`src/logic/ahb_defines.svh`:
```
`ifndef AHB_DEFINES_SVH
`define AHB_DEFINES_SVH

// Bus widths.
`define AHB_ADDR_W 32
`define AHB_DATA_W 32

// Capture buffer holds 2**CAP_DEPTH_LOG2 words.
`define CAP_DEPTH_LOG2 10

// Attribute values used when a field's enable is low.
`define DEFAULT_SIZE  3'b010
`define DEFAULT_BURST 3'b000
`define DEFAULT_PROT  4'b0001

`endif

```
`src/logic/ahb_pkg.sv`:
```
`include "ahb_defines.svh"

package ahb_pkg;

    typedef logic [`AHB_ADDR_W-1:0] haddr_t;
    typedef logic [`AHB_DATA_W-1:0] hdata_t;

    typedef logic [2:0] hsize_t;   // Bytes per beat as log2.
    typedef logic [2:0] hburst_t;
    typedef logic [3:0] hprot_t;

    // Transfer type on HTRANS.
    typedef enum logic [1:0] {
        IDLE   = 2'b00,
        BUSY   = 2'b01,
        NONSEQ = 2'b10,
        SEQ    = 2'b11
    } htrans_t;

endpackage

```
`src/logic/wdata_gen.sv`:
```
module wdata_gen (
    input  logic            clk,
    input  logic            rst,
    input  logic            cmd_take,
    input  ahb_pkg::hdata_t a,
    input  ahb_pkg::hdata_t b,
    output ahb_pkg::hdata_t wdata
);

    // Sum wraps at the bus width and is held until the next command.
    always_ff @(posedge clk) begin
        if (rst) begin
            wdata <= '0;
        end else if (cmd_take) begin
            wdata <= a + b;
        end
    end

endmodule

```
`config.mk`:
```
export PLATFORM = sky130hd
export DESIGN_NAME = wdata_gen
export DESIGN_NICKNAME = d
export VERILOG_FILES = /design/src/logic/ahb_pkg.sv /design/src/logic/wdata_gen.sv
export VERILOG_INCLUDE_DIRS = /design/src /design/src/logic
export SDC_FILE = /design/constraint.sdc
export NUM_CORES = 1
export LEC_CHECK = 0
export ABC_AREA = 1
export BUFFER_PORTS_ARGS = -buffer_cell sky130_fd_sc_hd__buf_2
export CORE_MARGIN = 1.5
export CORE_UTILIZATION = 59
export CTS_BUF_LIST = sky130_fd_sc_hd__clkbuf_8
export DETAILED_ROUTE_END_ITERATION = 8
export PLACE_DENSITY = 0.94
export SLEW_MARGIN = 20
export SYNTH_ARGS = -nofsm -noshare
export SYNTH_HDL_FRONTEND = slang
export SYNTH_SLANG_ARGS = --single-unit
```
`constraint.sdc`:
```
create_clock -name clk -period 3.3 [get_ports clk]
set_input_delay 0.165 -clock clk [delete_from_list [all_inputs] [get_ports clk]]
set_output_delay 0.165 -clock clk [all_outputs]
set_load 0.01 [all_outputs]
```
==> results by group <==
Finish
  – Most common cell after layout, fill and taps aside: nand2_1
  – Diode count: 0
  – Final nets: 872
  – P&R area growth vs syn: 17.4%
  – Max reg flops: 32
  – Layout fillers: 524
  – Biggest regs: wdata x32
  – Share of layout cells above drive strength 1: 14.4%
  – Fin util: 71.7%
  – Most frequent cells in the layout: nand2_1 (242), inv_1 (149), nor2_1 (100)
  – Top reg by flops: wdata

Detailed routing
  – DRC Markers: 0
  – Final ANT Viol Nets: 0
  – DR iter-0 viols: 382
  – WL per Instance: 12.4 µm
  – Final WL: 10.5 mm
  – Top Metal Used: met4
  – Vias per inst: 5.03
  – DRT Pass-1 Iters: 6
  – Routed wl met3: 905 µm
  – WL met1: 4.80 mm
  – Met2 WL: 4.64 mm
  – Vias: 4269

Setup path
  – Slowest CP cell: fa_1
  – R2R setup slack: 2510 ps
  – Path depth of the worst reg2reg path: 4
  – Crit start category: input pin
  – Critical Path Most Common Cell: nand3_1
  – Setup CP Type: input pin to flop
  – Worst setup EP type: flop
  – Biggest cell delay along the critical path: 460 ps
  – Critical path buffer and inverter count: 2
  – Critical Path AT: 1930 ps
  – Critical path depth in cells: 13
  – Worst path required time: 3490 ps
  – Crit-path cells: buf_2 -> ha_1 -> fa_1 -> nand3_1 -> nand3_1 -> nand3_1 -> nand3_1 -> nand2_1 -> nand2_1 -> nand2_1 -> nand3_1 -> nand2_1 -> inv_1
  – CP Max Fanout: 4
  – Top Family by Delay on Critical Path: simple AND/OR/NAND/NOR gates

Clock tree
  – Postcts setup bufs: 0
  – Reg clk slew, reported paths: 60 ps
  – Quantity of hold-fixing buffers added after cts: 0
  – CTS tree: built
  – Clk_lat worst skew: 280 ps
  – Clock buffer depth: 2
  – H-tree depth: 2
  – Clk Tree Root Cell: clkbuf_8
  – Post_cts resized: 0
  – CTS Buf Count: 5
  – Clock sinks: 32

Synthesis
  – Syn. warnings: 0
  – Synth Net Count: 776
  – Mapped Avg Cell Area: 5.31 µm²
  – Sequential area share after synthesis: 17.8%
  – Seq cells post-synth: 32
  – Cell count after synthesis: 677
  – Netlist cell types: 23
  – Mapped Area: 0.00359 mm²

Global routing
  – GRT Overall Usage: 33.2%
  – Initial antenna violation count: 0
  – Vias in the first global route: 3818
  – Total global routing overflow: 0
  – First-pass GRT wire length: 17.0 mm
  – Largest net degree at the start of global routing: 50

Timing
  – Slew Limit Fails: 0
  – Slew @ Worst Pin: 835 ps
  – Period utilization: 52.8%
  – Final setup fails: 0
  – Slew margin rel.: 44.3%
  – Skew final: 0 ps
  – Setup TNS: 0 ps
  – Final hold violations: 0
  – Period minus WS final: 1740 ps
  – Unrepaired setup endpoints after global routing: no
  – Fmax: 0.574 GHz

Floorplan
  – Die area: 0.00657 mm²
  – Die Y-Extent: 81.1 µm
  – Die W: 81.1 µm
  – Boundary pin count: 99
  – Initial Utilization: 61.1%
  – FP Rows: 28
  – Core ar.: 0.00589 mm²

Pwr
  – Peak supply drop: 0.000312 V
  – Pwr Density: 327 mW/mm²
  – Pleak: 0.00287 µW

Worst hold path
  – Worst Hold Depth: 6
  – Hold/Removal Path Class: input pin to flop

Placement
  – Final Wtd Congestion: 0.964
  – PortBufs: 98
  – DP Wirelength: 8.70 mm

Outcome
  – Status: finished, final reports clean

Job
  – Max-Cap Viols: 0
[metrics by stage]
stage	instances	cell area, µm²	hold WS, ps	power, µW	setup slack [ps]
floorplan	677	3590	325	853	1650
detailed placement	841	4120	465	1040	1320
global route	848	4220	331	1480	1340
global placement	841	4120	449	1030	1390
finish	848	4220	284	1380	1560
CTS	848	4220	285	1370	1580
[cell usage after synthesis]
master,count,share of area [%]
nand2_1,242,25
inv_1,149,16
nor2_1,100,10
nand3_1,42,5.8
dfxtp_1,32,18
ha_1,31,11
a21oi_1,23,3.2
o21ai_0,16,2.2
xor2_1,14,3.4
clkbuf_1,6,0.63
nand2_2,3,0.52
nand4_1,3,0.52
nor3_1,3,0.42
o21bai_1,3,0.63
nor2_2,2,0.35
a21o_1,1,0.21
buf_6,1,0.31
clkbuf_8,1,0.38
dlygate4sd1_1,1,0.24
fa_1,1,0.56
nand3_2,1,0.28
o21ai_1,1,0.14
xnor2_1,1,0.24
[per-layer routing]
layer / global-route usage [%] / vias up
met5: 0 / -
met4: 7.41 / 0
met3: 4.27 / 18
met2: 54.4 / 200
met1: 46.3 / 1852
li1: - / 2199
[worst paths after layout]
path,start,endpoint
setup reg to reg,wdata[10]$_SDFFE_PP0P_,wdata[10]$_SDFFE_PP0P_
setup / recovery,a[0],wdata[28]$_SDFFE_PP0P_
hold reg to reg,wdata[0]$_SDFFE_PP0P_,wdata[0]$_SDFFE_PP0P_
hold / removal,a[31],wdata[31]$_SDFFE_PP0P_
[report_power, final]
group	switching, µW	internal, µW	leakage, µW	total [µW]
clock network	140	186	0.0000503	325
logic	390	221	0.00255	611
registers	18.9	424	0.000266	443
total	549	831	0.00287	1380
[layout make-up]
type / count / area, µm² / area share, %
multi-input cells: 487 / 2340 / 55.4
flip-flops and latches: 32 / 641 / 15.2
inverters: 149 / 559 / 13.3
repair buffers: 98 / 490 / 11.6
clock buffers: 7 / 96.3 / 2.28
well taps: 75 / 93.8 / 2.22
[cells by family (layout without fill, tap and decap cells)]
family	after synthesis	count (layout)	synth area share, %
and+or+nand+nor	396	396	43.6
buffers and inverters	158	254	17.1
AOI/OAI and AO/OA	44	44	6.40
adders and majority gates	32	32	11.3
DFF	32	32	17.8
xor gates and xnor gates	15	15	3.65
[worst register-to-register path: cells and delay by family (launching register included)]
| kind | cells | cell delay, ps |
|---|---|---|
| compound gates | 1 | 120 |
| buf+inv | 1 | 70 |
| flops | 1 | 320 |
| simple gates | 2 | 170 |
Power figures use the tool's default switching activity.
