<file path="config.mk">
export PLATFORM = sky130hd
export DESIGN_NAME = attr_gate
export DESIGN_NICKNAME = d
export VERILOG_FILES = /design/src/logic/ahb_pkg.sv /design/src/logic/attr_gate.sv
export VERILOG_INCLUDE_DIRS = /design/src /design/src/logic
export SDC_FILE = /design/constraint.sdc
export NUM_CORES = 1
export LEC_CHECK = 0
export ABC_AREA = 0
export BUFFER_PORTS_ARGS = -buffer_cell sky130_fd_sc_hd__buf_2
export CAP_MARGIN = 0
export CORE_AREA = 8 8 45 47
export DETAILED_ROUTE_END_ITERATION = 6
export DIE_AREA = 0 0 53 55
export SETUP_SLACK_MARGIN = 0.02
export SLEW_MARGIN = 20
export SYNTH_ARGS = -nofsm -noshare
export SYNTH_HDL_FRONTEND = slang
export SYNTH_SLANG_ARGS = --single-unit
export TNS_END_PERCENT = 1
</file>
<file path="constraint.sdc">
create_clock -name clk -period 1.65 [get_ports clk]
set_input_delay 0 -clock clk [delete_from_list [all_inputs] [get_ports clk]]
set_output_delay 0 -clock clk [all_outputs]
set_load 0.1 [all_outputs]
</file>
<file path="src/logic/ahb_defines.svh">
`ifndef AHB_DEFINES_SVH
`define AHB_DEFINES_SVH

// Bus widths.
`define AHB_ADDR_W 32
`define AHB_DATA_W 32

// Capture buffer holds 2**CAP_DEPTH_LOG2 words.
`define CAP_DEPTH_LOG2 10

// Attribute values used when a field's enable is low.
`define DEFAULT_SIZE  3'b010
`define DEFAULT_BURST 3'b000
`define DEFAULT_PROT  4'b0001

`endif

</file>
<file path="src/logic/ahb_pkg.sv">
`include "ahb_defines.svh"

package ahb_pkg;

    typedef logic [`AHB_ADDR_W-1:0] haddr_t;
    typedef logic [`AHB_DATA_W-1:0] hdata_t;

    typedef logic [2:0] hsize_t;   // Bytes per beat as log2.
    typedef logic [2:0] hburst_t;
    typedef logic [3:0] hprot_t;

    // Transfer type on HTRANS.
    typedef enum logic [1:0] {
        IDLE   = 2'b00,
        BUSY   = 2'b01,
        NONSEQ = 2'b10,
        SEQ    = 2'b11
    } htrans_t;

endpackage

</file>
<file path="src/logic/attr_gate.sv">
`include "ahb_defines.svh"

module attr_gate (
    input  logic             clk,
    input  logic             rst,
    input  logic             cmd_take,
    input  ahb_pkg::hsize_t  size,
    input  logic             size_en,
    input  ahb_pkg::hburst_t burst,
    input  logic             burst_en,
    input  ahb_pkg::hprot_t  prot,
    input  logic             prot_en,
    output ahb_pkg::hsize_t  hsize_q,
    output ahb_pkg::hburst_t hburst_q,
    output ahb_pkg::hprot_t  hprot_q
);
    import ahb_pkg::*;

    localparam hsize_t WORD_SIZE = hsize_t'($clog2(`AHB_DATA_W / 8));

    hsize_t size_sel;

    always_comb begin
        size_sel = size_en ? size : hsize_t'(`DEFAULT_SIZE);
        if (size_sel > WORD_SIZE) begin
            size_sel = WORD_SIZE;          // No beat wider than the bus.
        end
    end

    always_ff @(posedge clk) begin
        if (rst) begin
            hsize_q  <= hsize_t'(`DEFAULT_SIZE);
            hburst_q <= hburst_t'(`DEFAULT_BURST);
            hprot_q  <= hprot_t'(`DEFAULT_PROT);
        end else if (cmd_take) begin
            hsize_q  <= size_sel;
            hburst_q <= burst_en ? burst : hburst_t'(`DEFAULT_BURST);
            hprot_q  <= prot_en ? prot : hprot_t'(`DEFAULT_PROT);
        end
    end

    a_size_in_range: assert property (@(posedge clk) disable iff (rst)
        cmd_take |=> (hsize_q <= WORD_SIZE)
            && (!$past(size_en) || ($past(size) > WORD_SIZE) || (hsize_q == $past(size))));

endmodule

</file>
==> reports/metrics.yaml <==
clockRootBuffer: "clkbuf_4"
first_global_vias: 390
finalCriticalPeriod_ps: 1020
leakagePower_nw: 0.274
io_buffers: 25
chipWidth_um: 53
start_util_pct: 28.9
fmax_mhz: 984
syn_area_um2: 400
crit_arrival_ps: 1020
maxCapViolCount: 0
vdd_drop_max_mv: 0.378
finalPower_uw: 580
ant_nets: 0
reg2reg_depth: 2
rsz0062_at_grt: "no"
clk_path_buf_depth: 2
p_per_area_nw_per_um2: 980
relSlewSlack_pct: 67.2
yosysWarnings: 0
path_depth: 1
clkPwrFrac_pct: 37.6
synth-edff-count: 0
hold_viol: 0
critical_path.slowest_cell: "buf_2"
antenna_found_initial: 0
overflow: 0
dpl_cell_area_um2: 526
crit_buf_inv: 1
switchingPower_uw: 165
vias: 394
post-route-worst-setup-slack_ps: 633
syn_nets: 58
num_rows: 14
gp_congestion: 0.725
drc: 0
viasPerCell: 4.53
pwr-share-comb_pct: 19.0
fin_crit_sh_pct: 61.6
cp_top_family: "buffers and inverters"
grtUsageTotal_pct: 7.78
grt_max_degree: 20
seq_power_share_pct: 43.4
sw_frac_of_total_pct: 28.5
htreeDepth: 1
syn_to_final_growth_pct: 47.8
clk_latency_ps: 260
drive_above_1_share_pct: 43.7
cts_buffers: 3
synth_common_cells: "10 x dfxtp_1, 6 x a21oi_1, 6 x nand2b_1, 6 x nand3_1"
ys_ff_latch: 10
yosysUniqueCellTypes: 18
p_int_uw: 415
synth_most_common_cell: "dfxtp_1"
postCtsSetupBuffers: 0
diodes: 0
core_region_area_um2: 1380
clock_skew_ps: 0
crit_path_cell_trace: "buf_2"
final_max_slew_viol_count: 0
cts_tree: "done"
worst_pin_slew_ps: 496
async_reset_ff_share_pct: 0
setup_violations: 0
outcome: "finished, final reports clean"
synth_largest_area_cell: "dfxtp_1"
nets: 88
setup_tns_ps: 0
endpoint_kind: "output pin"
synth-seq-area-share_pct: 50.0
fin_area_um2: 592
avgSynthCellArea_um2: 9.53
synthCells: 42
num_io_pins: 26
wire_per_inst_um: 11.7
critPathMaxFanout: 2
criticalPathCategory: "flop to output pin"
critPathRequiredTime_ps: 1650
synth_top_area_share_pct: 50.0
crit_path_start_kind: "flop"
dieArea_um2: 2920
min_path_type: "input port to flop"
clkSlewWorstSetupHoldPaths_ps: 70
ys.flop_type: "dfxtp_1"
totalWireLength_mm: 1.02
yosys-top-cells-area: "dfxtp_1 50%, nand2b_1 9.4%, a21oi_1 7.5%, nand3_1 7.5%, o31ai_2 3.1%"
fp.dieH_um: 55
place_ws_ps: 800
grt_pass1_wl_mm: 1.68
drt_iter0_markers: 5
drt_first_pass_iters: 3
clock-sinks: 10
max_stage_delay_ps: 420
holdPathStages: 3
[through the flow]
| step | std cells | utilization [%] | hold WS (ps) |
|---|---|---|---|
| finish | 87 | 42.8 | 9.86 |
| global route | 87 | 42.8 | 11.1 |
| detailed placement | 80 | 38.0 | 272 |
| global placement | 80 | 38.0 | 270 |
| floorplan | 42 | - | 157 |
| CTS | 87 | 42.8 | 6.29 |
[power by group through the flow]
stage                     clock (mW)  sequential (mW)  combinational, mW
after global placement             0            0.257              0.105
final                          0.218            0.252              0.110
after floorplan                    0            0.311             0.0255
after CTS                      0.227            0.252              0.112
after detailed placement           0            0.257              0.106
after global routing           0.235            0.253              0.117
[layout by cell type, fill, tap and decap left out, types with 3 or more instances in the layout]
master	Yosys	routed
a21oi_1	6	6
buf_2	1	25
clkbuf_4	0	3
dfxtp_1	10	10
dlygate4sd3_1	0	3
nand2b_1	6	6
nand3_1	6	6
[kinds of logic after synthesis]
kind of cell           count (synthesis)  synth area share, %
AO/OA/AOI/OAI                          9                 14.7
buffers and inverters                  4                 5.93
flip-flops                            10                 50.0
AND/OR/NAND/NOR                       19                 29.4
[flip-flops by register name, summed over array words and instances, names as in the netlist]
name      flops
hsize_q       3
hburst_q      3
hprot_q       4
[path summary, 6_finish.rpt]
| path | from | end | slack (ps) |
|---|---|---|---|
| worst max register to register | hsize_q[1]$_SDFFE_PP1P_ | hsize_q[1]$_SDFFE_PP1P_ | 800 |
| worst max-delay path | hprot_q[0]$_SDFFE_PP1P_ | hprot_q[0] | 630 |
| worst min register to register | hprot_q[1]$_SDFFE_PP0P_ | hprot_q[1]$_SDFFE_PP0P_ | 470 |
| worst min-delay path | burst[0] | hburst_q[0]$_SDFFE_PP0P_ | 10 |
[routing by layer]
layer,share of wire (%),GRT usage (%)
met3,11,2.14
met4,2.0,7.76
met5,0,0
met1,36,7.49
met2,51,13.1
[layout make-up]
cell class	instances	area, um2
multi-input cells	28	176
flip-flops and latches	10	200
well taps	16	20.0
clock buffers	4	36.3
repair buffers	28	155
fillers	158	792
inverters	1	3.75
[repair_timing]
item	4_1_cts	5_1_grt
gates resized for setup	0	0
hold endpoints to repair	3	0
hold buffers	3	0
(Power assumes the default switching activity.)
