$ cat src/logic/ahb_defines.svh
`ifndef AHB_DEFINES_SVH
`define AHB_DEFINES_SVH

// Bus widths.
`define AHB_ADDR_W 32
`define AHB_DATA_W 32

// Capture buffer holds 2**CAP_DEPTH_LOG2 words.
`define CAP_DEPTH_LOG2 10

// Attribute values used when a field's enable is low.
`define DEFAULT_SIZE  3'b010
`define DEFAULT_BURST 3'b000
`define DEFAULT_PROT  4'b0001

`endif

$ cat src/logic/ahb_pkg.sv
`include "ahb_defines.svh"

package ahb_pkg;

    typedef logic [`AHB_ADDR_W-1:0] haddr_t;
    typedef logic [`AHB_DATA_W-1:0] hdata_t;

    typedef logic [2:0] hsize_t;   // Bytes per beat as log2.
    typedef logic [2:0] hburst_t;
    typedef logic [3:0] hprot_t;

    // Transfer type on HTRANS.
    typedef enum logic [1:0] {
        IDLE   = 2'b00,
        BUSY   = 2'b01,
        NONSEQ = 2'b10,
        SEQ    = 2'b11
    } htrans_t;

endpackage

$ cat src/logic/capture_pkg.sv
`include "ahb_defines.svh"

package capture_pkg;

    typedef logic [`CAP_DEPTH_LOG2-1:0] cap_idx_t;

    // Master port sequencing, one transfer at a time.
    typedef enum logic [1:0] {
        M_IDLE,
        M_ADDR,
        M_DATA
    } master_state_t;

endpackage

$ cat src/logic/ahb_master_port.sv
module ahb_master_port (
    input  logic                  clk,
    input  logic                  rst,
    input  logic                  cmd_valid,
    output logic                  cmd_ready,
    input  ahb_pkg::haddr_t       cmd_addr,
    input  logic                  cmd_write,
    input  capture_pkg::cap_idx_t cmd_slot,
    output logic                  cmd_take,
    output logic                  rsp_valid,
    output logic                  rsp_error,
    output ahb_pkg::hdata_t       rsp_rdata,
    input  ahb_pkg::hdata_t       wdata,
    input  ahb_pkg::hsize_t       hsize_q,
    input  ahb_pkg::hburst_t      hburst_q,
    input  ahb_pkg::hprot_t       hprot_q,
    output ahb_pkg::haddr_t       haddr,
    output ahb_pkg::htrans_t      htrans,
    output logic                  hwrite,
    output ahb_pkg::hsize_t       hsize,
    output ahb_pkg::hburst_t      hburst,
    output ahb_pkg::hprot_t       hprot,
    output ahb_pkg::hdata_t       hwdata,
    input  ahb_pkg::hdata_t       hrdata,
    input  logic                  hready,
    input  logic                  hresp,
    output logic                  cap_we,
    output capture_pkg::cap_idx_t cap_idx,
    output ahb_pkg::hdata_t       cap_wdata
);
    import ahb_pkg::*;
    import capture_pkg::*;

    master_state_t state;
    haddr_t        addr_q;
    logic          write_q;
    cap_idx_t      slot_q;
    logic          done;

    assign cmd_ready = (state == M_IDLE);
    assign cmd_take  = cmd_valid && cmd_ready;
    assign done      = (state == M_DATA) && hready;

    always_ff @(posedge clk) begin
        if (rst) begin
            state <= M_IDLE;
        end else begin
            case (state)
                M_IDLE:  if (cmd_take) state <= M_ADDR;
                M_ADDR:  state <= M_DATA;
                M_DATA:  if (hready) state <= M_IDLE;
                default: state <= M_IDLE;
            endcase
        end
    end

    // Command fields stay put until the next acceptance.
    always_ff @(posedge clk) begin
        if (cmd_take) begin
            addr_q  <= cmd_addr;
            write_q <= cmd_write;
            slot_q  <= cmd_slot;
        end
    end

    assign haddr  = addr_q;
    assign htrans = (state == M_ADDR) ? NONSEQ : IDLE;
    assign hwrite = (state == M_ADDR) && write_q;
    assign hsize  = hsize_q;
    assign hburst = hburst_q;
    assign hprot  = hprot_q;
    assign hwdata = wdata;              // Stable across the whole data phase.

    always_ff @(posedge clk) begin
        if (rst) begin
            rsp_valid <= 1'b0;
            cap_we    <= 1'b0;
        end else begin
            rsp_valid <= done;
            cap_we    <= done && !write_q && !hresp;
        end
    end

    always_ff @(posedge clk) begin
        if (done) begin
            rsp_error <= hresp;
            rsp_rdata <= hrdata;
        end
    end

    assign cap_idx   = slot_q;
    assign cap_wdata = rsp_rdata;

    a_nonseq_in_addr: assert property (@(posedge clk) disable iff (rst)
        (htrans == NONSEQ) |-> $past(cmd_take));

    a_rsp_one_cycle: assert property (@(posedge clk) disable iff (rst)
        rsp_valid |=> !rsp_valid);

endmodule

$ cat config.mk
export PLATFORM = sky130hd
export DESIGN_NAME = ahb_master_port
export DESIGN_NICKNAME = d
export VERILOG_FILES = /design/src/logic/ahb_pkg.sv /design/src/logic/capture_pkg.sv /design/src/logic/ahb_master_port.sv
export VERILOG_INCLUDE_DIRS = /design/src /design/src/logic
export SDC_FILE = /design/constraint.sdc
export NUM_CORES = 1
export LEC_CHECK = 0
export ABC_CLOCK_PERIOD_IN_PS = 3500
export BUFFER_PORTS_ARGS = -buffer_cell sky130_fd_sc_hd__buf_2
export CAP_MARGIN = 20
export CORE_AREA = 2 2 108 110
export DETAILED_ROUTE_END_ITERATION = 10
export DIE_AREA = 0 0 110 112
export PLACE_DENSITY = 0.63
export RECOVER_POWER = 50
export SLEW_MARGIN = 20
export SYNTH_ARGS = -nofsm -noshare
export SYNTH_HDL_FRONTEND = slang
export SYNTH_SLANG_ARGS = --single-unit
$ cat constraint.sdc
create_clock -name clk -period 3.5 [get_ports clk]
set_input_delay 0 -clock clk [delete_from_list [all_inputs] [get_ports clk]]
set_output_delay 0 -clock clk [all_outputs]
set_load 0.1 [all_outputs]
==> metrics <==
run status completed; Vias per Instance 3.937; layer with the highest usage met2; Worst path max stage delay 0.55 ns; # port buffers 192; cts repair resizes 0; setup bufs post-CTS 0; Peak VDD IR 0.0003139 V; FMAX 560.9 MHz; GR Layer Usage met3 7.377%; LEAKAGE 1.918 nW; Die Ht 112 um; layout cell share with drive strength beyond 1 43.98%; RR Startpoint state[1]$_SDFFE_PP0P_; Slew Viols, Final 0; DRT Wirelength 8.790 mm; GR met2 Demand/Resource 24.91%; Startpoint Class flop; vias in the first global route 2291; sequential share of the synthesized area 78.44%; starting density of the core 26.95%; CTS tree yes; Ports 278; synth unique cells 14; CP startpoint state[1]$_SDFFE_PP0P_; 1st-iter DRT viols 70; Worst Path Buf+Inv 1; mapped cell area 0.003012 mm2; Avg WL per Cell 16.74 um; Final Cell Area 0.004646 mm2; # clock sinks 80; Clock Skew 0.002757 ns; Worst path slowest cell nor3b_4; Util after Layout 41.57%; Core Box Area 0.01117 mm2; DP Area 0.003610 mm2; MaxCap Viol Count 0; hpwl dp 6.138 mm; unrepaired setup endpoints after global routing no; Rel. slew slack 20.30%; P&R area growth vs syn 54.26%; Antenna Cells 0; Critical Path AT 1.78 ns; average size of a mapped cell 18.03 um2; Setup crit end kind output pin; final setup violating endpoints 0; Top Family by Delay on Critical Path simple AND/OR/NAND/NOR gates; hold_sp hsize_q[1]; vias 2067; gpl congestion 0.6759; first-pass GRT wire length 12.20 mm; Required @ worst endpoint 3.50 ns; Core Rows 39; syn_nets 289; crit-path cells nor3b_4, buf_2; Seq cells post-synth 80; CTS H-Tree Depth 3; PD cells 551.8 mW/mm2; Slew @ Worst Pin 1.201 ns; Setup CP Type reg2out; All-Layer GR Usage 13.85%; drt drc 0; HP Class in2out; initial antenna violation count 0; Mapped Cells 167; drt first pass iters 4; Warnings, synthesis 0; CTS clk-pin slew, worst paths 0.06 ns; largest net degree at the start of global routing 34; antenna-violating nets left 0; die area 0.01232 mm2; Tcrit/Tclk final 50.94%; Root Buffer clkbuf_16; final net count 499; Inserted Clock Buffers 9; setup TNS 0 ns; Clk Latency, worst-skew pair 0.33 ns; met1 Use GR 12.28%; most frequent cells in the layout buf_2, dlygate4sd3_1, edfxtp_1; gr ovfl total 0; Final min period 1.783 ns; CP max FO 13; Max clock buf depth 2; commonest non-fill, non-tap cell in the layout buf_2; Die X-Extent 110 um; PnR Total Power 0.002564 W; Final Hold Violating Endpoints 0
## worst paths after layout
| kind | slack (ns) | cells past startpoint | end |
|---|---|---|---|
| hold reg to reg | 0.68 | 2 | state[1]$_SDFFE_PP0P_ |
| setup / recovery | 1.72 | 2 | cmd_take |
| hold / removal | 0.00004 | 0 | hsize[1] |
| setup reg to reg | 1.75 | 2 | haddr[22]$_DFFE_PP_ |
## cells by family after synthesis
logic type	after synthesis	synth area share [%]
compound gates	1	0.3324
buf+inv	76	18.82
flops	80	78.44
other cells	1	0.1245
simple gates	9	2.285
## synth_stat cells
cell / n / area (um2)
nor2_1: 2 / 7.510
nor2b_1: 1 / 6.260
inv_1: 1 / 3.750
nor3b_1: 1 / 7.510
conb_1: 1 / 3.750
and2_1: 1 / 6.260
nor3b_2: 1 / 12.51
nand3b_1: 1 / 7.510
edfxtp_1: 76 / 2282
dfxtp_1: 4 / 80.08
buf_4: 75 / 563.0
nor4_2: 1 / 12.51
o21ba_1: 1 / 10.01
nor2b_2: 1 / 8.760
## sequential cells by signal, indices dropped and copies added, names as in the netlist
register   cells
write_q        1
rsp_valid      1
cap_wdata     32
state          2
cap_idx       10
cap_we         1
rsp_error      1
haddr         32
## stage by stage
stage	std cells	hold slack [ns]	setup WS, ns
floorplan	167	0.07161	0.8079
global placement	429	0.0006813	1.785
detailed placement	429	0.0006813	1.739
CTS	525	0.0006813	1.678
global route	525	0.0002872	1.609
finish	525	0.00003602	1.717
## report_power, final
part / switching [W] / total [W] / internal [W]
registers: 0.0000162 / 0.00112 / 0.00110
logic: 0.000423 / 0.000539 / 0.000116
clock network: 0.000359 / 0.000908 / 0.000549
## layout make-up
cell class | instances | area [um2]
multi-input combinational | 11 | 88.84
sequential | 80 | 2362
clock inverter | 6 | 60.06
tap | 143 | 178.9
fill | 1025 | 6529
timing repair buffer | 274 | 1723
clock buffer | 10 | 229.0
inverter | 1 | 3.754
## worst reg2reg max path: cells and delay by family (launching register included)
family | cells | cell delay [ns]
buffers and inverters | 1 | 0.48
flip-flops | 1 | 0.37
AND/OR/NAND/NOR | 1 | 0.55
## timing repair
item / CTS / global route
endpoints found under the hold margin: 80 / 0
setup endpoints to repair: 0 / 0
hold buffers: 80 / 0
## layer usage
layer	share of wire (%)	vias up
met2	53	175
met1	30	939
met3	14	24
met5	0	-
li1	-	929
met4	2.8	0
Note: power is estimated with default switching activity, not from simulation.
